**config.mk**
```make
export PLATFORM = sky130hd
export DESIGN_NAME = fc_buffer
export DESIGN_NICKNAME = d
export VERILOG_FILES = /design/src/common/fc_pkg.sv /design/src/design/fc_buffer.sv
export SDC_FILE = /design/constraint.sdc
export NUM_CORES = 2
export LEC_CHECK = 0
export ABC_AREA = 1
export BUFFER_PORTS_ARGS = -buffer_cell sky130_fd_sc_hd__buf_2
export CAP_MARGIN = 10
export CORE_MARGIN = 5
export CORE_UTILIZATION = 40
export CTS_CLUSTER_SIZE = 25
export DETAILED_ROUTE_END_ITERATION = 10
export GPL_ROUTABILITY_DRIVEN = 0
export SLEW_MARGIN = 40
export SYNTH_ARGS = -nofsm -noshare
export SYNTH_HDL_FRONTEND = slang
export SYNTH_SLANG_ARGS = --single-unit
```
**constraint.sdc**
```tcl
create_clock -name clk -period 4.4 [get_ports clk]
set_clock_uncertainty 0.05 [all_clocks]
set_input_delay 0.44 -clock clk [delete_from_list [all_inputs] [get_ports clk]]
set_output_delay 0.44 -clock clk [all_outputs]
set_load 0.01 [all_outputs]
```
**src/common/fc_pkg.sv**
```systemverilog
// Data types and widths shared by the FC layer datapath
// Element, word and accumulator types plus the requantization constant

package fc_pkg;

  // Stream and buffer word
  localparam int DATA_W = 32;

  // Elements per word, which is also the length of the PE chain
  localparam int BYTES_PER_WORD = 4;

  // Accumulator width
  localparam int ACC_W = 28;

  // Width of the size input in elements
  localparam int SIZE_W = 11;

  // Right shift applied before saturation to 7 bits
  localparam int OUT_SHIFT = 6;

  // Signed feature, weight or bias element
  typedef logic signed [7:0] elem_t;

  // Byte i of a word holds element 4w+i
  typedef logic [DATA_W-1:0] word_t;

  typedef logic signed [ACC_W-1:0] acc_t;

endpackage

```
**src/design/fc_buffer.sv**
```systemverilog
// Single-port word memory with a registered read
// Holds feature, bias or weight words

`timescale 1ns/10ps

module fc_buffer
  import fc_pkg::*;
#(
  parameter int DEPTH = 64
) (
  input  logic                     clk,
  input  logic                     en,
  input  logic                     we,
  input  logic [$clog2(DEPTH)-1:0] addr,
  input  word_t                    din,
  output word_t                    dout
);

  word_t mem [DEPTH];

  always_ff @(posedge clk) begin
    if (en) begin
      if (we) begin
        mem[addr] <= din;
      end
      dout <= mem[addr];
    end
  end

endmodule

```
* Word-level counts from Yosys, hierarchy flattened
Memories as Yosys holds them, arrays and structs flattened. A register that Yosys moved wholly into a read port is not among the register bits.
Index checks and enable logic that the tools add are counted.
** Cells by class
- Muxes and demuxes :: 3
** Operator list (count)
- 2-to-1 mux 1 bit :: 3
** Storage, ports and cells
- Register bits :: 0
- Memory bits (writable) :: 2048
- Input port bits :: 41
- Output and inout bits :: 32
- Logic and storage cells :: 4
- Memories :: 1
** Memory list
- mem :: words 64, bits a word 32, rd ports 1, clocked after Yosys merged registers in 1, wr ports 1, line fc_buffer.sv:19 : word_t mem [DEPTH];

* Depth between registers and ports, before layout
- Depth after elaboration :: 3
- Mapped depth :: 15
- Mapped depth without buffers :: 11

* Least setup slack after synthesis
Ideal clock, no wire load.
- Kind :: input port to flip-flop
- Start point :: input port addr[1]
- End point :: memory mem[40][0] in the netlist's numbering (enable)
- Library setup time :: 0.502 ns
- Data arrival time :: 4.237 ns
- Slack :: -0.388 ns
- Cell stages on the path :: 5
- Path buffers :: 2
- Cells stage by stage :: buf_2 > buf_6 > nor2_1 > inv_1 > nor4_1
** RTL lines
- start: declaration :: line fc_buffer.sv:14 : input logic [$clog2(DEPTH)-1:0] addr,
- end: declaration :: line fc_buffer.sv:19
Straight into the memory's write port.

==> out/results.txt <==
via count = 58930
cts hold-fix bufs = 5
remaining antenna violation count after routing = 0
crit path cell chain = buf_8, inv_8, buf_12, buf_4, nand2_1, nand2_1, nand2_1, nand2_1, nand2_1, nand2_1, nand2_1, nand2_1, nor2_1, nand2_1
ranking of synthesized cells by area = edfxtp_1 (71%), nand2_1 (25%), buf_6 (0.95%)
clock latency on the worst-skew pair = 0.88 ns
Die Wd = 477.5 um
total CTS buffers = 208
cell accounting for the most synthesized area = edfxtp_1
initial drt markers = 6608
power density cells = 426.6 nW/um^2
# H-tree levels = 4
Crit path top cell by count = nand2_1
fin crit period = 2.854 ns
DRT Wirelength = 260900 um
Bufs on Longest Clock Path = 3
VDD IR max = 379.4 uV
initial antenna violation count = 27
period utilization = 64.86%
RSZ-0062 raised after global routing = false
Max Cap Viol = 0
die extent in y = 477.5 um
status = finished, final reports clean
Final nets = 8535
Final Max Tran Viols = 0
Worst R2R Setup Slack = 2.14 ns
vias in the first global route = 55550
fmax = 350.4 MHz
# Post-CTS Setup Buffers = 0
#FFs+latches synth = 2080
commonest non-fill, non-tap cell in the layout = nand2_1
Synth Cell Area = 87410 sq um
syn_area_per_cell = 10.36 sq um
routed len/inst = 22.65 um
CP max FO = 93
leakage = 40.35 nW
Setup TNS = 0 ns
Req. time, crit path = 4.95 ns
drt via density = 5.115
final hold vios = 0
clk root buf = clkbuf_16
Synth warnings = 0
CP peak stage delay = 0.66 ns
clock sink total = 2080
Netlist cell types = 22
Total Routing Usage GR = 22.39%
Crit Path Category = in2reg
TritonRoute pass-1 iters = 5
crit path launch type = input port
I/O Buffers = 72
DP Worst Slack = 0.7515 ns
CP Data Arrival Time = 3.41 ns
Tot Pwr = 0.04173 W
Worst Hold Class = in2reg
sequential area share after synthesis = 71.46%
Rel. slew slack = 37.39%
I/O pin total = 73
most frequent cells in the layout = nand2_1 (5729), edfxtp_1 (2080), clkbuf_16 (208), buf_4 (170), nor2_1 (72)
Final WS setup = 1.546 ns
Least-Margin Pin Slew = 0.9391 ns
slowest stage cell on the critical path = nor2_1
Initial Utilization = 40.21%
Yosys top cell area share = 71.46%
clk slew on worst S/H paths = 0.06 ns
first-pass GRT wire length = 380300 um
FILL cells = 20080
Core Region = 217400 sq um
post-cts resize count = 0
Remaining DRCs = 0
non-filler cells, final = 11520
crit end category = flip-flop
post-layout util = 45.00%
largest net degree at the start of global routing = 180
std cell rows = 171
share of layout cells above drive strength 1 = 7.192%
DP HPWL = 146800 um
total gr overflow = 0
DIE AREA = 228000 sq um
synthesized netlist net count = 8481
CTS tree = built
placed insts = 11130
area grow syn2layout = 11.92%
count of final setup violators = 0
Synth Instances = 8440
## metrics by stage
stage | hold WS [ns] | instance area [sq um]
2_1_floorplan | 0.4889 | 87410
3_3_place_gp | 0.6664 | 91110
3_5_place_dp | 0.6699 | 91180
4_1_cts | 0.004326 | 97760
5_1_grt | 0.01545 | 97820
6_report | 0.03523 | 97830
## worst paths after layout
check / cells past startpoint / to / startpoint
setup / recovery: 14 / dout[23] / addr[0]
setup reg to reg: 10 / dout[22] / mem[40][22]
hold / removal: 1 / mem[52][5] / din[5]
hold reg to reg: 6 / dout[30] / mem[47][30]
## power breakdown
group          internal (W)  switching, W
logic              0.000573       0.00203
clock network       0.00952       0.00762
registers            0.0219     0.0000739
## logic make-up after synthesis
logic type             after synthesis  share of synthesized area (%)
AOI/OAI and AO/OA                   12                        0.08302
and+or+nand+nor                   5897                          25.48
buffers and inverters              451                          2.983
DFF                               2080                          71.46
## synth_stat cells, drive strengths merged
cell type / n
o21ai: 7
clkinv: 1
nand4: 2
edfxtp: 2080
buf: 318
nor2: 137
nor3: 8
nand2: 5729
o211ai: 5
nand3: 13
clkbuf: 103
nor4: 2
inv: 29
or2: 6
## routing by layer
metal | track usage [%] | part of all wire [%] | vias up
met1 | 31.29 | 42 | 28670
met5 | 0 | 0.016 | -
met3 | 3.575 | 7.7 | 414
li1 | - | - | 27410
met4 | 9.610 | 4.6 | 8
met2 | 34.87 | 45 | 2429
## state kept, by name, indices dropped and copies added, names as in the netlist
name / count
dout: 32
mem: 2048
## layout make-up
type / instances / area (sq um) / area share [%]
sequential: 2080 / 62460 / 63.85
inverter: 30 / 148.9 / 0.1522
clock buffer: 272 / 5445 / 5.566
clock inverter: 107 / 1091 / 1.115
antenna: 4 / 10.01 / 0.01023
multi-input combinational: 5909 / 22830 / 23.34
timing repair buffer: 265 / 2266 / 2.316
tap: 2854 / 3571 / 3.650
## worst max-delay path: cells and delay by family
family,cells,cell delay [ns]
buffers and inverters,4,1.28
and+or+nand+nor,10,1.48
(Power assumes the default switching activity.)
