### src/common/fc_pkg.sv
// Data types and widths shared by the FC layer datapath
// Element, word and accumulator types plus the requantization constant

package fc_pkg;

  // Stream and buffer word
  localparam int DATA_W = 32;

  // Elements per word, which is also the length of the PE chain
  localparam int BYTES_PER_WORD = 4;

  // Accumulator width
  localparam int ACC_W = 28;

  // Width of the size input in elements
  localparam int SIZE_W = 11;

  // Right shift applied before saturation to 7 bits
  localparam int OUT_SHIFT = 6;

  // Signed feature, weight or bias element
  typedef logic signed [7:0] elem_t;

  // Byte i of a word holds element 4w+i
  typedef logic [DATA_W-1:0] word_t;

  typedef logic signed [ACC_W-1:0] acc_t;

endpackage

### src/design/fc_requant.sv
// Output requantizer for one group of four neurons
// Bias add, ReLU, shift and 7-bit saturation packed into one word

`timescale 1ns/10ps

module fc_requant
  import fc_pkg::*;
(
  input  acc_t  acc0,
  input  acc_t  acc1,
  input  acc_t  acc2,
  input  acc_t  acc3,
  input  word_t bias,
  output word_t result
);

  acc_t acc_a   [BYTES_PER_WORD];
  acc_t sum     [BYTES_PER_WORD];
  acc_t shifted [BYTES_PER_WORD];

  assign acc_a[0] = acc0;
  assign acc_a[1] = acc1;
  assign acc_a[2] = acc2;
  assign acc_a[3] = acc3;

  always_comb begin
    for (int i = 0; i < BYTES_PER_WORD; i++) begin
      // Bias byte sign-extended to accumulator width
      sum[i]     = acc_a[i] + acc_t'(elem_t'(bias[8*i +: 8]));
      shifted[i] = sum[i] >>> OUT_SHIFT;
      if (sum[i] < 0) begin
        result[8*i +: 8] = 8'd0;
      end else if (shifted[i] > 127) begin
        result[8*i +: 8] = 8'd127;
      end else begin
        result[8*i +: 8] = shifted[i][7:0];
      end
    end
  end

endmodule

### config.mk
export PLATFORM = sky130hd
export DESIGN_NAME = fc_requant
export DESIGN_NICKNAME = d
export VERILOG_FILES = /design/src/common/fc_pkg.sv /design/src/design/fc_requant.sv
export SDC_FILE = /design/constraint.sdc
export NUM_CORES = 1
export LEC_CHECK = 0
export BUFFER_PORTS_ARGS = -buffer_cell sky130_fd_sc_hd__buf_2
export CORE_MARGIN = 4
export CORE_UTILIZATION = 25
export DETAILED_ROUTE_END_ITERATION = 10
export SLEW_MARGIN = 20
export SYNTH_ARGS = -nofsm -noshare
export SYNTH_HDL_FRONTEND = slang
export SYNTH_SLANG_ARGS = --single-unit
### constraint.sdc
create_clock -name vclk -period 5
set_input_delay 0.5 -clock vclk [all_inputs]
set_output_delay 0.5 -clock vclk [all_outputs]
set_load 0.005 [all_outputs]
### After elaboration in Yosys (flattened, before gate mapping)

Index checks and enable logic that the tools add are counted.

| storage, ports and cells | value |
|---|---|
| bits of input ports | 144 |
| logic and storage cells | 20 |
| output and inout port bits | 32 |
| register bits after elaboration | 0 |

| operators by class | value |
|---|---|
| mux-type cells | 8 |
| add/subtract/negate cells | 4 |
| magnitude comparators | 8 |

Operators by type and width:

| operator | count |
|---|---|
| $add 28x8->28 | 4 |
| $lt 28x1->1 const B | 4 |
| $gt 22x8->1 const B | 4 |
| $mux 8 | 8 |

### Depth between registers and ports, before layout

| depth | value |
|---|---|
| depth in word-level cells | 4 |
| mapped depth | 11 |
| gate-level depth less buffers | 10 |

### Worst setup path before layout

Ideal clock, no wire load.

| path | value |
|---|---|
| path kind | input to output |
| from | in acc3[11] |
| to | out result[24] |
| buffers on the path | 0 |
| data arrival time | 2.962 ns |
| cell stages on the path | 10 |
| slack | 1.538 ns |
| required time | 4.500 ns |
| cells stage by stage | ha_1 > a211oi_2 > o21bai_2 > o31ai_4 > a21oi_2 > or4_1 > nor4_1 > nand4_1 > nor4b_4 > a21oi_1 |

| on the way | value |
|---|---|
| longest elaborated chain between the ends | 4 |
| elaborated cells between the ends (all ways) | 5 |
| classes of those cells | add/sub: 1; order compare: 2; mux: 2 |

RTL lines:

| element | line | RTL |
|---|---|---|
| start: declaration | fc_requant.sv:12 | `input acc_t acc3,` |
| $add 28x8->28 * | fc_requant.sv:29 | `sum[i] = acc_a[i] + acc_t'(elem_t'(bias[8*i +: 8]));` |
| $gt 22x8->1 | fc_requant.sv:33 | `end else if (shifted[i] > 127) begin` |
| $mux 8 | fc_requant.sv:33 |  |
| $mux 8 * | fc_requant.sv:31 | `if (sum[i] < 0) begin` |
| end: declaration | fc_requant.sv:14 | `output word_t result` |

Mark *: on every way between the ends. The rest lies on a longest branch, timed or not.

### Worst setup path in the final report

| path | value |
|---|---|
| from | in bias[7] |
| to | out result[2] |

| on the way | value |
|---|---|
| longest elaborated chain between the ends | 4 |
| elaborated cells between the ends (all ways) | 5 |
| classes of those cells | add/sub: 1; order compare: 2; mux: 2 |

RTL lines:

| element | line | RTL |
|---|---|---|
| start: declaration | fc_requant.sv:13 | `input word_t bias,` |
| $add 28x8->28 * | fc_requant.sv:29 |  |
| $gt 22x8->1 | fc_requant.sv:33 |  |
| $mux 8 | fc_requant.sv:33 |  |
| $mux 8 * | fc_requant.sv:31 |  |

Marks and branches as above.

==> run_results.csv <==
group,metric,value,unit
detailed_routing,routedWlPerCell,13.62,um
die,die-area,25040,um2
global_route,grt_max_degree,22,
critical_path,required,4.50,ns
power_and_ir_drop,leakage,3.147,nW
logic_synthesis,synth_top_cell_by_area,"ha_1",
global_route,grt_antenna_before_repair,0,
timing,fin_crit_sh,86.54,%
die,start_util,25.62,%
critical_path,critPathMaxStageDelay,0.49,ns
critical_path,end_kind,"output port",
flow_run,max_cap_viol_count,0,
timing,period_minus_slack,4.327,ns
logic_synthesis,syn_area,5643,um2
global_route,gr-total-overflow,0,
critical_path,timing.critical_path.from_type,"input port",
timing,max_freq,231.1,MHz
place,pre_cts_ws,0.7154,ns
logic_synthesis,synth_cell_types,76,
logic_synthesis,synth_seq_area_share,0,%
logic_synthesis,syn_area_per_cell,6.941,um2
final_layout,nClkBuffers,0,
timing,drv_slew,0,
final_layout,regArea,0,um2
critical_path,crit_type,"in2out",
timing,hold_violations,0,
clock_network,cts-resized-gates,0,
detailed_routing,routed_wirelength,17060,um
min_path,holdCritPathClass,"in2out",
critical_path,crit_fanout,21,
critical_path,crit_chain,"buf_2 > ha_1 > a21oi_1 > o21ai_1 > nor3_1 > a21oi_1 > a22oi_1 > mux2i_1 > o21ai_0 > a2111oi_4 > a31oi_1 > buf_2",
critical_path,startpoint,"bias[7]",
critical_path,cp_data_arrival_time,3.83,ns
logic_synthesis,ys_warn_count,0,
timing,slew_headroom,55.03,%
logic_synthesis,synth_top_area_share,23.06,%
die,pin_count,176,
run_status,status,"finished clean",
detailed_routing,ant_nets,0,
critical_path,worst_path_max_delay_cell,"a2111oi_4",
detailed_routing,via_per_inst,5.323,
die,fp-row-count,54,
timing,fin_setup_tns,0,ns
final_layout,seq_cell_count,0,
timing,hold-worst-slack,1.611,ns
timing,setup_ws,0.6732,ns
detailed_routing,drt_iter0_markers,264,
final_layout,final_cell_mix,"172 x buf_2, 109 x a21oi_1, 104 x ha_1, 66 x nand2_1, 65 x nor2_1",
timing,tightest_slew,0.6695,ns
power_and_ir_drop,p_per_area,132.6,nW/um2
power_and_ir_drop,vdd_drop_max,53.11,uV
detailed_routing,num_vias,6670,
final_layout,drive_above_1_share,20.86,%
logic_synthesis,synthCells,813,
detailed_routing,drc,0,
clock_network,cts_setup_buffers,0,
final_layout,nets,1223,
global_route,grt_pass1_vias,5818,
critical_path,crit_path_end,"result[2]",
place,dp_hpwl,14590,um
timing,rsz0062_at_grt,"false",
die,core_area,22030,um2
global_route,track_usage,12.28,%
global_route,grt_pass1_wl,27120,um
place,io_buffers,172,
final_layout,area_delta_synth_final,20.40,%
detailed_routing,first_pass_iters,4,
die,die-height,158.2,um
logic_synthesis,synthTopCellsByArea,"ha_1 23%, a21oi_1 9.7%, nand2_1 4.4%",
final_layout,final_common_cell,"buf_2",
final_layout,diodes,0,
die,die_w,158.2,um
clock_network,ctsHoldBuffers,0,
place,place_congestion,0.8540,
timing,finalSetupViolations,0,
[cell families (layout without fill, tap and decap cells)]
logic type	count (synthesis)	count (layout)	synth area share, %
fa+ha+maj	104	104	23.06
xor+xnor	55	55	8.537
compound gates	324	324	38.03
simple gates	265	265	24.28
buf+inv	52	209	3.858
mux	12	12	2.173
other cells	1	4	0.06646
[how the worst min path moves through the flow]
| stage | start | to | cells after the start |
|---|---|---|---|
| final | acc3[27] | result[30] | 5 |
| after global routing | acc3[27] | result[29] | 5 |
| after CTS | acc3[27] | result[30] | 5 |
| after detailed placement | acc3[27] | result[30] | 5 |
| after global placement | acc3[27] | result[30] | 5 |
| after floorplan | bias[7] | result[3] | 3 |
[final cells by class]
type	instances	area [um2]
fillers	2447	15230
multi-input cells	764	5436
repair buffers	174	875.8
well taps	280	350.3
inverters	35	131.4
[worst max-delay path: cells and delay by family]
family	cells	cell delay (ns)
mux	1	0.22
buf+inv	2	0.52
compound gates	7	1.87
fa+ha+maj	1	0.43
simple gates	1	0.29
[power by group]
| group | internal (W) | switching (W) | total, W |
|---|---|---|---|
| logic | 0.000389 | 0.000512 | 0.000901 |
| registers | 0 | 0 | 0 |
| clock network | 0 | 0 | 0 |
[per-layer routing]
| layer | vias to the layer above | global-route usage (%) | routed length [um] |
|---|---|---|---|
| met5 | - | 0 | 0 |
| li1 | 3481 | - | - |
| met3 | 4 | 0.4921 | 797 |
| met4 | 0 | 0.6093 | 77 |
| met1 | 3008 | 18.65 | 8545 |
| met2 | 177 | 20.16 | 7644 |
[per-stage QoR]
stage                     instances  area (um2)  utilization [%]  power [W]
after floorplan                 816        5654                -  0.0006450
after global placement         1253        6794            30.85  0.0008905
after detailed placement       1253        6794            30.85  0.0008938
after CTS                      1253        6794            30.85  0.0008992
after global routing           1253        6794            30.85   0.001011
final                          1253        6794            30.85  0.0009012
[synthesized netlist by cell type, types with 9 or more instances]
cell type	number
nor3_1	19
nand2b_1	10
ha_1	104
mux2i_1	10
xor2_1	28
a21o_1	30
o21bai_1	9
nor2_1	65
a21oi_1	109
nand3_1	28
o21ai_0	38
nand4_1	23
xnor2_1	27
o211ai_1	14
a31oi_1	34
nand2_1	66
inv_1	35
Power figures use the tool's default switching activity.
