## src/common/fc_pkg.sv

```systemverilog
// Data types and widths shared by the FC layer datapath
// Element, word and accumulator types plus the requantization constant

package fc_pkg;

  // Stream and buffer word
  localparam int DATA_W = 32;

  // Elements per word, which is also the length of the PE chain
  localparam int BYTES_PER_WORD = 4;

  // Accumulator width
  localparam int ACC_W = 28;

  // Width of the size input in elements
  localparam int SIZE_W = 11;

  // Right shift applied before saturation to 7 bits
  localparam int OUT_SHIFT = 6;

  // Signed feature, weight or bias element
  typedef logic signed [7:0] elem_t;

  // Byte i of a word holds element 4w+i
  typedef logic [DATA_W-1:0] word_t;

  typedef logic signed [ACC_W-1:0] acc_t;

endpackage

```

## src/common/fc_ctrl_pkg.sv

```systemverilog
// Controller encodings for the FC layer
// Host command codes and layer FSM states

package fc_ctrl_pkg;

  // Command sampled with the start pulse
  typedef enum logic [1:0] {
    CMD_LOAD_FEAT = 2'd0,
    CMD_LOAD_BIAS = 2'd1,
    CMD_RUN       = 2'd2
  } fc_cmd_e;

  // Layer FSM
  typedef enum logic [3:0] {
    ST_IDLE        = 4'd0,
    ST_RECV_FEAT   = 4'd1,
    ST_RECV_BIAS   = 4'd2,
    ST_RECV_WEIGHT = 4'd3,
    ST_COMPUTE     = 4'd4,
    ST_DRAIN       = 4'd5,
    ST_SEND        = 4'd6
  } fc_state_e;

endpackage

```

## src/design/fc_ctrl.sv

```systemverilog
// Layer controller for the FC accelerator
// Runs the loads, feeds skewed operands to the PE chain and sends results

`timescale 1ns/10ps

module fc_ctrl
  import fc_pkg::*;
  import fc_ctrl_pkg::*;
#(
  parameter  int FEAT_DEPTH = 64,
  parameter  int BIAS_DEPTH = 16,
  localparam int FA_W       = $clog2(FEAT_DEPTH),
  localparam int BA_W       = $clog2(BIAS_DEPTH)
) (
  input  logic                      clk,
  input  logic                      rstn,
  input  fc_cmd_e                   cmd,
  input  logic                      start,
  input  logic [SIZE_W-1:0]         size,
  input  logic                      s_axis_tvalid,
  output logic                      s_axis_tready,
  input  logic                      m_axis_tready,
  output logic                      m_axis_tvalid,
  output logic                      m_axis_tlast,
  output word_t                     m_axis_tdata,
  output logic                      feat_en,
  output logic                      feat_we,
  output logic [FA_W-1:0]           feat_addr,
  output logic                      bias_en,
  output logic                      bias_we,
  output logic [BA_W-1:0]           bias_addr,
  output logic [BYTES_PER_WORD-1:0] w_en,
  output logic [BYTES_PER_WORD-1:0] w_we,
  output logic [FA_W-1:0]           w_addr,
  input  word_t                     feat_dout,
  input  word_t                     bias_dout,
  input  word_t                     w_dout0,
  input  word_t                     w_dout1,
  input  word_t                     w_dout2,
  input  word_t                     w_dout3,
  output elem_t                     pe_a,
  output elem_t                     pe_b0,
  output elem_t                     pe_b1,
  output elem_t                     pe_b2,
  output elem_t                     pe_b3,
  output logic                      pe_en,
  output logic                      pe_first0,
  output logic                      pe_first1,
  output logic                      pe_first2,
  output logic                      pe_first3,
  output word_t                     requant_bias,
  input  word_t                     requant_result,
  output logic                      feat_loaded,
  output logic                      bias_loaded,
  output logic                      done
);

  fc_state_e          state;
  logic [SIZE_W-3:0]  feat_words;
  logic [SIZE_W-3:0]  bias_words;
  logic [SIZE_W-3:0]  cnt;
  logic [SIZE_W-3:0]  group;
  logic [1:0]         row;
  logic [1:0]         ph;
  logic               beat;
  logic               rd;
  logic               rd_d;
  logic               op_vld;
  logic [2:0]         byte_left;
  logic [2:0]         dcnt;
  logic [2:0]         first_sr;
  word_t              feat_sh;
  word_t              w_sh [BYTES_PER_WORD];
  elem_t              w_byte [BYTES_PER_WORD];
  elem_t              b1_d;
  elem_t              b2_d [2];
  elem_t              b3_d [3];

  ////////////////////////////////////////////////////////////////////////////
  // Buffer access
  ////////////////////////////////////////////////////////////////////////////

  assign s_axis_tready = (state == ST_RECV_FEAT) || (state == ST_RECV_BIAS) ||
                         (state == ST_RECV_WEIGHT);
  assign beat = s_axis_tvalid && s_axis_tready;

  // One word read per four compute cycles
  assign rd = (state == ST_COMPUTE) && (ph == 2'd0) && (cnt != feat_words);

  assign feat_we   = beat && (state == ST_RECV_FEAT);
  assign feat_en   = feat_we || rd;
  assign feat_addr = cnt[FA_W-1:0];

  assign bias_we   = beat && (state == ST_RECV_BIAS);
  assign bias_en   = bias_we || ((state == ST_DRAIN) && (dcnt == 3'd0));
  assign bias_addr = (state == ST_DRAIN) ? group[BA_W-1:0] : cnt[BA_W-1:0];

  assign w_addr = cnt[FA_W-1:0];

  always_comb begin
    for (int i = 0; i < BYTES_PER_WORD; i++) begin
      w_we[i] = beat && (state == ST_RECV_WEIGHT) && (row == 2'(i));
      w_en[i] = w_we[i] || rd;
    end
  end

  ////////////////////////////////////////////////////////////////////////////
  // Operand streams
  ////////////////////////////////////////////////////////////////////////////

  // Zero operands outside the valid window keep drain products at zero
  assign op_vld = (byte_left != 3'd0);

  always_comb begin
    for (int i = 0; i < BYTES_PER_WORD; i++) begin
      w_byte[i] = op_vld ? elem_t'(w_sh[i][7:0]) : '0;
    end
  end

  assign pe_a  = op_vld ? elem_t'(feat_sh[7:0]) : '0;
  assign pe_b0 = w_byte[0];
  assign pe_b1 = b1_d;
  assign pe_b2 = b2_d[1];
  assign pe_b3 = b3_d[2];

  // Byte 0 of word 0 starts a new sum
  assign pe_first0 = (state == ST_COMPUTE) && (byte_left == 3'd4) && (cnt == 1);
  assign pe_first1 = first_sr[0];
  assign pe_first2 = first_sr[1];
  assign pe_first3 = first_sr[2];

  assign pe_en = (state == ST_COMPUTE) || (state == ST_DRAIN);

  always_ff @(posedge clk) begin
    if (rd_d) begin
      feat_sh <= feat_dout;
      w_sh[0] <= w_dout0;
      w_sh[1] <= w_dout1;
      w_sh[2] <= w_dout2;
      w_sh[3] <= w_dout3;
    end else begin
      feat_sh <= feat_sh >> 8;
      for (int i = 0; i < BYTES_PER_WORD; i++) begin
        w_sh[i] <= w_sh[i] >> 8;
      end
    end
    // Weight i lags by i cycles to meet the feature along the chain
    b1_d    <= w_byte[1];
    b2_d[0] <= w_byte[2];
    b2_d[1] <= b2_d[0];
    b3_d[0] <= w_byte[3];
    b3_d[1] <= b3_d[0];
    b3_d[2] <= b3_d[1];
    if ((state == ST_DRAIN) && (dcnt == 3'd1)) begin
      requant_bias <= bias_dout;
    end
    if ((state == ST_DRAIN) && (dcnt == 3'd7)) begin
      m_axis_tdata <= requant_result;
    end
  end

  ////////////////////////////////////////////////////////////////////////////
  // Layer FSM
  ////////////////////////////////////////////////////////////////////////////

  always_ff @(posedge clk) begin
    if (!rstn) begin
      state         <= ST_IDLE;
      feat_words    <= '0;
      bias_words    <= '0;
      cnt           <= '0;
      group         <= '0;
      row           <= '0;
      ph            <= '0;
      rd_d          <= 1'b0;
      byte_left     <= '0;
      dcnt          <= '0;
      first_sr      <= '0;
      m_axis_tvalid <= 1'b0;
      m_axis_tlast  <= 1'b0;
      feat_loaded   <= 1'b0;
      bias_loaded   <= 1'b0;
      done          <= 1'b0;
    end else begin
      done     <= 1'b0;
      rd_d     <= rd;
      first_sr <= {first_sr[1:0], pe_first0};
      if (rd_d) begin
        byte_left <= 3'd4;
      end else if (op_vld) begin
        byte_left <= byte_left - 1'b1;
      end
      case (state)
        ST_IDLE: begin
          if (start) begin
            cnt <= '0;
            case (cmd)
              CMD_LOAD_FEAT: begin
                feat_words  <= size[SIZE_W-1:2];
                feat_loaded <= 1'b0;
                state       <= ST_RECV_FEAT;
              end
              CMD_LOAD_BIAS: begin
                bias_words  <= size[SIZE_W-1:2];
                bias_loaded <= 1'b0;
                state       <= ST_RECV_BIAS;
              end
              CMD_RUN: begin
                if (feat_loaded && bias_loaded) begin
                  group <= '0;
                  row   <= '0;
                  state <= ST_RECV_WEIGHT;
                end
              end
              default: ;
            endcase
          end
        end
        ST_RECV_FEAT: begin
          if (beat) begin
            cnt <= cnt + 1'b1;
            if (cnt == feat_words - 1'b1) begin
              feat_loaded <= 1'b1;
              state       <= ST_IDLE;
            end
          end
        end
        ST_RECV_BIAS: begin
          if (beat) begin
            cnt <= cnt + 1'b1;
            if (cnt == bias_words - 1'b1) begin
              bias_loaded <= 1'b1;
              state       <= ST_IDLE;
            end
          end
        end
        ST_RECV_WEIGHT: begin
          if (beat) begin
            if (cnt == feat_words - 1'b1) begin
              // Row done, the fourth row of a group starts compute
              cnt <= '0;
              row <= row + 1'b1;
              if (row == 2'd3) begin
                ph    <= '0;
                state <= ST_COMPUTE;
              end
            end else begin
              cnt <= cnt + 1'b1;
            end
          end
        end
        ST_COMPUTE: begin
          ph <= ph + 1'b1;
          if (rd) begin
            cnt <= cnt + 1'b1;
          end
          if ((cnt == feat_words) && !rd_d && (byte_left == 3'd1)) begin
            dcnt  <= '0;
            state <= ST_DRAIN;
          end
        end
        ST_DRAIN: begin
          // Last PE settles 8 cycles after its final operand leaves PE 0
          dcnt <= dcnt + 1'b1;
          if (dcnt == 3'd7) begin
            m_axis_tvalid <= 1'b1;
            m_axis_tlast  <= (group == bias_words - 1'b1);
            state         <= ST_SEND;
          end
        end
        ST_SEND: begin
          if (m_axis_tready) begin
            m_axis_tvalid <= 1'b0;
            m_axis_tlast  <= 1'b0;
            if (m_axis_tlast) begin
              done  <= 1'b1;
              state <= ST_IDLE;
            end else begin
              group <= group + 1'b1;
              cnt   <= '0;
              state <= ST_RECV_WEIGHT;
            end
          end
        end
        default: state <= ST_IDLE;
      endcase
    end
  end

endmodule

```

## config.mk

```make
export PLATFORM = sky130hd
export DESIGN_NAME = fc_ctrl
export DESIGN_NICKNAME = d
export VERILOG_FILES = /design/src/common/fc_pkg.sv /design/src/common/fc_ctrl_pkg.sv /design/src/design/fc_ctrl.sv
export SDC_FILE = /design/constraint.sdc
export NUM_CORES = 1
export LEC_CHECK = 0
export BUFFER_PORTS_ARGS = -buffer_cell sky130_fd_sc_hd__buf_2
export CAP_MARGIN = 20
export CORE_UTILIZATION = 25
export DETAILED_ROUTE_END_ITERATION = 16
export SYNTH_ARGS = -nofsm -noshare
export SYNTH_HDL_FRONTEND = slang
export SYNTH_SLANG_ARGS = --single-unit
```

## constraint.sdc

```tcl
create_clock -name clk -period 2.7 [get_ports clk]
set_input_delay 0.135 -clock clk [delete_from_list [all_inputs] [get_ports clk]]
set_output_delay 0.135 -clock clk [all_outputs]
set_load 0.02 [all_outputs]
```

======== Yosys cells after proc, flatten, opt, wreduce, memory -nomap -nowiden ========
Memory sizes are Yosys's and may differ from the RTL's.
Cells that the tools add are included.
storage, ports and cells
  input port bits ......................... 242
  word-level logic and storage cells ...... 208
  memories ................................ 3
  output and inout port bits .............. 143
  memory bits (writable) .................. 168
  register bits after elaboration ......... 163
memory list
  name  words  width  read ports  clocked after Yosys merged registers in  wr ports  line           text
  w_sh  4      32     4           0                                        4         fc_ctrl.sv:73  word_t w_sh [BYTES_PER_WORD];
  b3_d  3      8      3           0                                        3         fc_ctrl.sv:77  elem_t b3_d [3];
  b2_d  2      8      2           0                                        2         fc_ctrl.sv:76  elem_t b2_d [2];
cells by class
  $add $sub $neg .......................... 8
  equality and inequality tests ........... 41
  bitwise gates (word level) .............. 5
  reductions and logical operators ........ 57
  muxes and demuxes ....................... 72
operators by type and width
  cell                   number
  $mux W32               4
  $mux W9                12
  $mux W4                13
  $pmux W9 S5            1
  $eq A9 B9 Y1           4
  $mux W8                4
  $pmux W4 S7            1
  $mux W24               1
  $ne A2 B1 Y1 const B   10
  $add A9 B1 Y9 const B  2
  $logic_and A1 B1 Y1    18
  $mux W2                9
  $pmux W9 S2            1
  $sub A9 B1 Y9 const B  2
  $ne A2 B2 Y1 const B   8
  $reduce_bool A2 Y1     8
  $mux W1                15
  $reduce_and A13 Y1     1
  $eq A4 B3 Y1 const B   3
  $pmux W4 S3            1
  $reduce_and A3 Y1      4
  $reduce_and A6 Y1      2
  $reduce_and A5 Y1      2
  $eq A9 B1 Y1 const B   1
  29 further kinds       56

======== Depth between registers and ports, before layout ========
  depth after elaboration ................. 7
  mapped depth ............................ 10
  mapped depth without buffers ............ 9

======== Least setup slack after synthesis ========
OpenSTA, ideal clock, no wires.
  path kind ............................... register to register
  start point ............................. reg state[2]
  end point ............................... reg m_axis_tlast
  buffers on the path ..................... 2
  library setup time ...................... 0.071 ns
  data required time ...................... 2.629 ns
  path slack .............................. 0.166 ns
  data arrival time ....................... 2.463 ns
  stages on the path, launching flop included .. 9
  path through ............................ dfxtp_1 > buf_6 > nor2b_1 > clkbuf_1 > and3_1 > nand4_1 > nor4_1 > nand4_1 > a21oi_1
between the ends
  cells in the longest elaborated chain, start to end .. 3
  elaborated cells on any way between the ends .. 7
  those cells by class .................... eq/ne: 4; mux: 1; reduce/logical: 2
ends and longest elaborated chain
  item                                            line            text
  start, declared                                 fc_ctrl.sv:58   fc_state_e state;
  start signal, assigned                          fc_ctrl.sv:168  state <= ST_IDLE;
  start signal, assigned                          fc_ctrl.sv:201  state <= ST_RECV_FEAT;
  start signal, assigned                          fc_ctrl.sv:206  state <= ST_RECV_BIAS;
  $eq A4 B3 Y1                                    fc_ctrl.sv:193  case (state)
  $ne A2 B1 Y1 (no line) (tied with other cells)  n/a
  $reduce_and A3 Y1 (no line)                     n/a
  end signal, assigned                            fc_ctrl.sv:267  m_axis_tlast <= (group == bias_words - 1'b1);
  end, declared                                   fc_ctrl.sv:24   output logic m_axis_tlast,
Parallel ways exist; a longest one is shown, timed or not.
A chain may end at the register's enable or synchronous reset.

======== Final worst setup path ========
  start point ............................. reg cnt[8]
  end point ............................... out w_en[0]
between the ends
  cells in the longest elaborated chain, start to end .. 3
ends and longest elaborated chain
  item                    line            text
  start, declared         fc_ctrl.sv:61   logic [SIZE_W-3:0] cnt;
  start signal, assigned  fc_ctrl.sv:221  cnt <= cnt + 1'b1;
  start signal, assigned  fc_ctrl.sv:230  cnt <= cnt + 1'b1;
  start signal, assigned  fc_ctrl.sv:248  cnt <= cnt + 1'b1;
  $ne A9 B9 Y1            fc_ctrl.sv:88   assign rd = (state == ST_COMPUTE) && (ph == 2'd0) && (cnt != feat_words);
  $logic_and A1 B1 Y1     fc_ctrl.sv:88
  $logic_or A1 B1 Y1      fc_ctrl.sv:103  w_en[i] = w_we[i] || rd;
  end, declared           fc_ctrl.sv:32   output logic [BYTES_PER_WORD-1:0] w_en,
Every way passes these cells.

==> results.toml <==
[cts]
insertion_delay_ps = 550
clock-sinks = 330
post_cts_buffers = 0
cts_made_buffers = 39
htree_levels = 2
cts-root-buf = "clkbuf_16"
clock_path_buffers = 3
clk_pin_slew_ps = 60
cts_tree = "yes"

[yosys]
ys.flop_type = "dfxtp_1"
synth_edf_count = 64
synth_cell_types = 64
async_flop_share_pct = 0
synthTopCellsByCount = "266 x dfxtp_1, 124 x mux2_2, 87 x and2_1"
synth_top_area_share_pct = 44.13
yosysMostFrequentCell = "dfxtp_1"
synth_compound_area_share_pct = 3.888
synth_top_family_by_area = "multiplexers"
synthesis.area_um2 = 12070
synth_seq_cells = 330
synthAdderAreaFrac_pct = 2.074
yosysWarnings = 0
synth_mux_area_share_pct = 13.31
yosys.area_share.simple_pct = 11.60
yosysTopAreaCell = "dfxtp_1"
synth.top_cells.by_area = "dfxtp_1 44%, edfxtp_1 16%, mux2_2 12%, and2_1 4.5%, xnor2_1 2.5%"
syn-instance-count = 981
syn_area_per_cell_um2 = 12.30
syn-num-nets = 1243
synth_xor_xnor_area_share_pct = 4.303
ys_seq_area_share_pct = 60.05

[global_route]
grt_usage_pct = 13.37
antenna_found_initial = 2
grt_max_degree = 142
grt_pass1_wl_um = 51720
grt_remaining_overflow = 0
first_global_vias = 9587

[place]
dpl.hpwl_um = 22420
gp_congestion = 0.8135
io_buffers = 382
place_ws_ps = 172.9

[timing]
tightest_slew_ps = 782.0
rsz0062_at_grt = "no"
slew_headroom_pct = 47.87
setup_tns_ps = 0
hold_slack_ps = 205.2
worst_slack_ps = 134.8
hold_viol_final = 0
fin_crit_sh_pct = 95.01
max_freq_mhz = 389.8
setup_viol = 0
finalMaxSlewViolations = 0
fin_skew_ps = 13.92
min_period_ps = 2565

[layout]
final_nets = 1849
area_delta_synth_final_pct = 50.32
final_util_pct = 38.07
multi_input_area_um2 = 4250
layout-drive-gt1-share_pct = 37.19
seqCellArea_um2 = 7252
nFillCells = 4552

[pwr]
p_per_area_nw_per_um2 = 664.3
vdd.ir_drop.worst_uv = 471.4
cellLeakagePower_uw = 0.008105
power.switching_uw = 3086
swShare_pct = 25.61
p_int_uw = 8965
p_clk_share_pct = 43.2
seqPwrFrac_pct = 42.7
combPwrFrac_pct = 14.1
power.total_uw = 12050

[worst_setup_path]
start_kind = "flop"
critical_path_arrival_ps = 2430
worstPathRequired_ps = 2570
critPathCaptureType = "primary output"
path_max_fanout = 6
worst-setup-path-type = "flop to primary output"

[routing]
vias = 9291
post-route-drc-count = 0
drt.antenna.violating_nets = 0
dr.pass1.iters = 5
drt-initial-drc-count = 404
routedWlPerCell_um = 15.11
vias_per_cell = 4.161
routed_wirelength_um = 33740

[job]
maxCapViolations = 0

[floorplanning]
start_util_pct = 25.33
die-area_um2 = 49150
rows = 80
die_y_um = 221.7
ioPinCount = 385
die_w_um = 221.7
core_um2 = 47650

[status]
outcome = "finished clean"

[hold_path]
hp-class = "input port to flop"
==> layout by cell type (no fill, tap or decap), types with 12 or more instances in the layout <==
cell,instances
nor2_1,61
nor3_1,12
a21oi_1,15
clkbuf_16,39
edfxtp_1,64
ha_1,20
nand3_1,12
xnor2_1,34
and2_1,87
buf_4,23
xor2_1,15
inv_1,26
dfxtp_1,264
mux2_2,124
mux2i_1,21
o21ai_0,12
buf_2,382
dlygate4sd3_1,236
nand2_1,37
==> final cells by class <==
class	count	share of cell area [%]
clock inverter	15	0.9450
multi-input combinational	546	23.43
tap	615	4.242
sequential	330	39.98
inverter	27	0.5587
antenna	2	0.02759
clock buffer	55	6.084
timing repair buffer	643	24.73
==> final timing paths <==
path / start / end / slack, ps / cells past startpoint
worst max-delay path: cnt[8] / w_en[0] / 130 / 6
worst min-delay path: start / row[0] / 210 / 5
worst max register to register: feat_words[0] / cnt[2] / 180 / 7
worst min register to register: b2_d[0][2] / b2_d[0][10] / 330 / 0
==> sequential cells by signal (all words and copies together) (netlist names) <==
| register | flops |
|---|---|
| b3_d | 24 |
| state | 3 |
| row | 2 |
| m_axis_tlast | 1 |
| done | 1 |
| bias_words | 9 |
| feat_sh | 32 |
| ph | 2 |
| feat_words | 9 |
| group | 9 |
| dcnt | 3 |
| b2_d | 16 |
| w_sh | 128 |
| rd_d | 1 |
| bias_loaded | 1 |
| m_axis_tvalid | 1 |
| cnt | 9 |
| feat_loaded | 1 |
| m_axis_tdata | 32 |
| first_sr | 3 |
| byte_left | 3 |
| requant_bias | 32 |
| pe_b1 | 8 |
==> critical path, cell delays in order, from the launching register on <==
cell	delay [ps]
dfxtp_1	370
xnor2_1	300
nor4bb_1	430
a41oi_1	270
nand2_2	230
nand2_1	100
buf_2	180
==> through the flow <==
stage	cells	cell area (µm²)
final	2233	18140
after global routing	2232	18140
after detailed placement	1925	14490
after floorplan	981	12070
after global placement	1925	14490
after CTS	2231	18130
==> logic make-up after synthesis <==
group | Yosys count
buffers and inverters | 105
adder cells (fa/ha/maj) | 20
AND/OR/NAND/NOR | 263
XOR/XNOR | 53
flip-flops | 330
multiplexers | 145
AO/OA/AOI/OAI | 65
==> power by group through the flow <==
stage | clock network, µW | registers [µW] | logic (µW)
4_1_cts | 5370 | 5150 | 1710
3_5_place_dp | 0 | 5250 | 1430
2_1_floorplan | 0 | 5220 | 940
5_1_grt | 5570 | 5150 | 1870
3_3_place_gp | 0 | 5250 | 1410
6_report | 5200 | 5150 | 1700
==> what timing repair did <==
item,in CTS,in global routing
gates resized for setup,1,1
endpoints found under the hold margin,249,0
endpoints found under the setup margin,2,5
hold buffers,236,0
==> per-layer routing <==
metal  vias up  GRT usage [%]  part of all wire (%)
met5         -              0                 0.024
met3        85          2.836                   4.6
met4         2          6.429                   4.2
li1       4543              -                     -
met1      4406          15.30                    41
met2       255          23.62                    50
(Power assumes the default switching activity.)
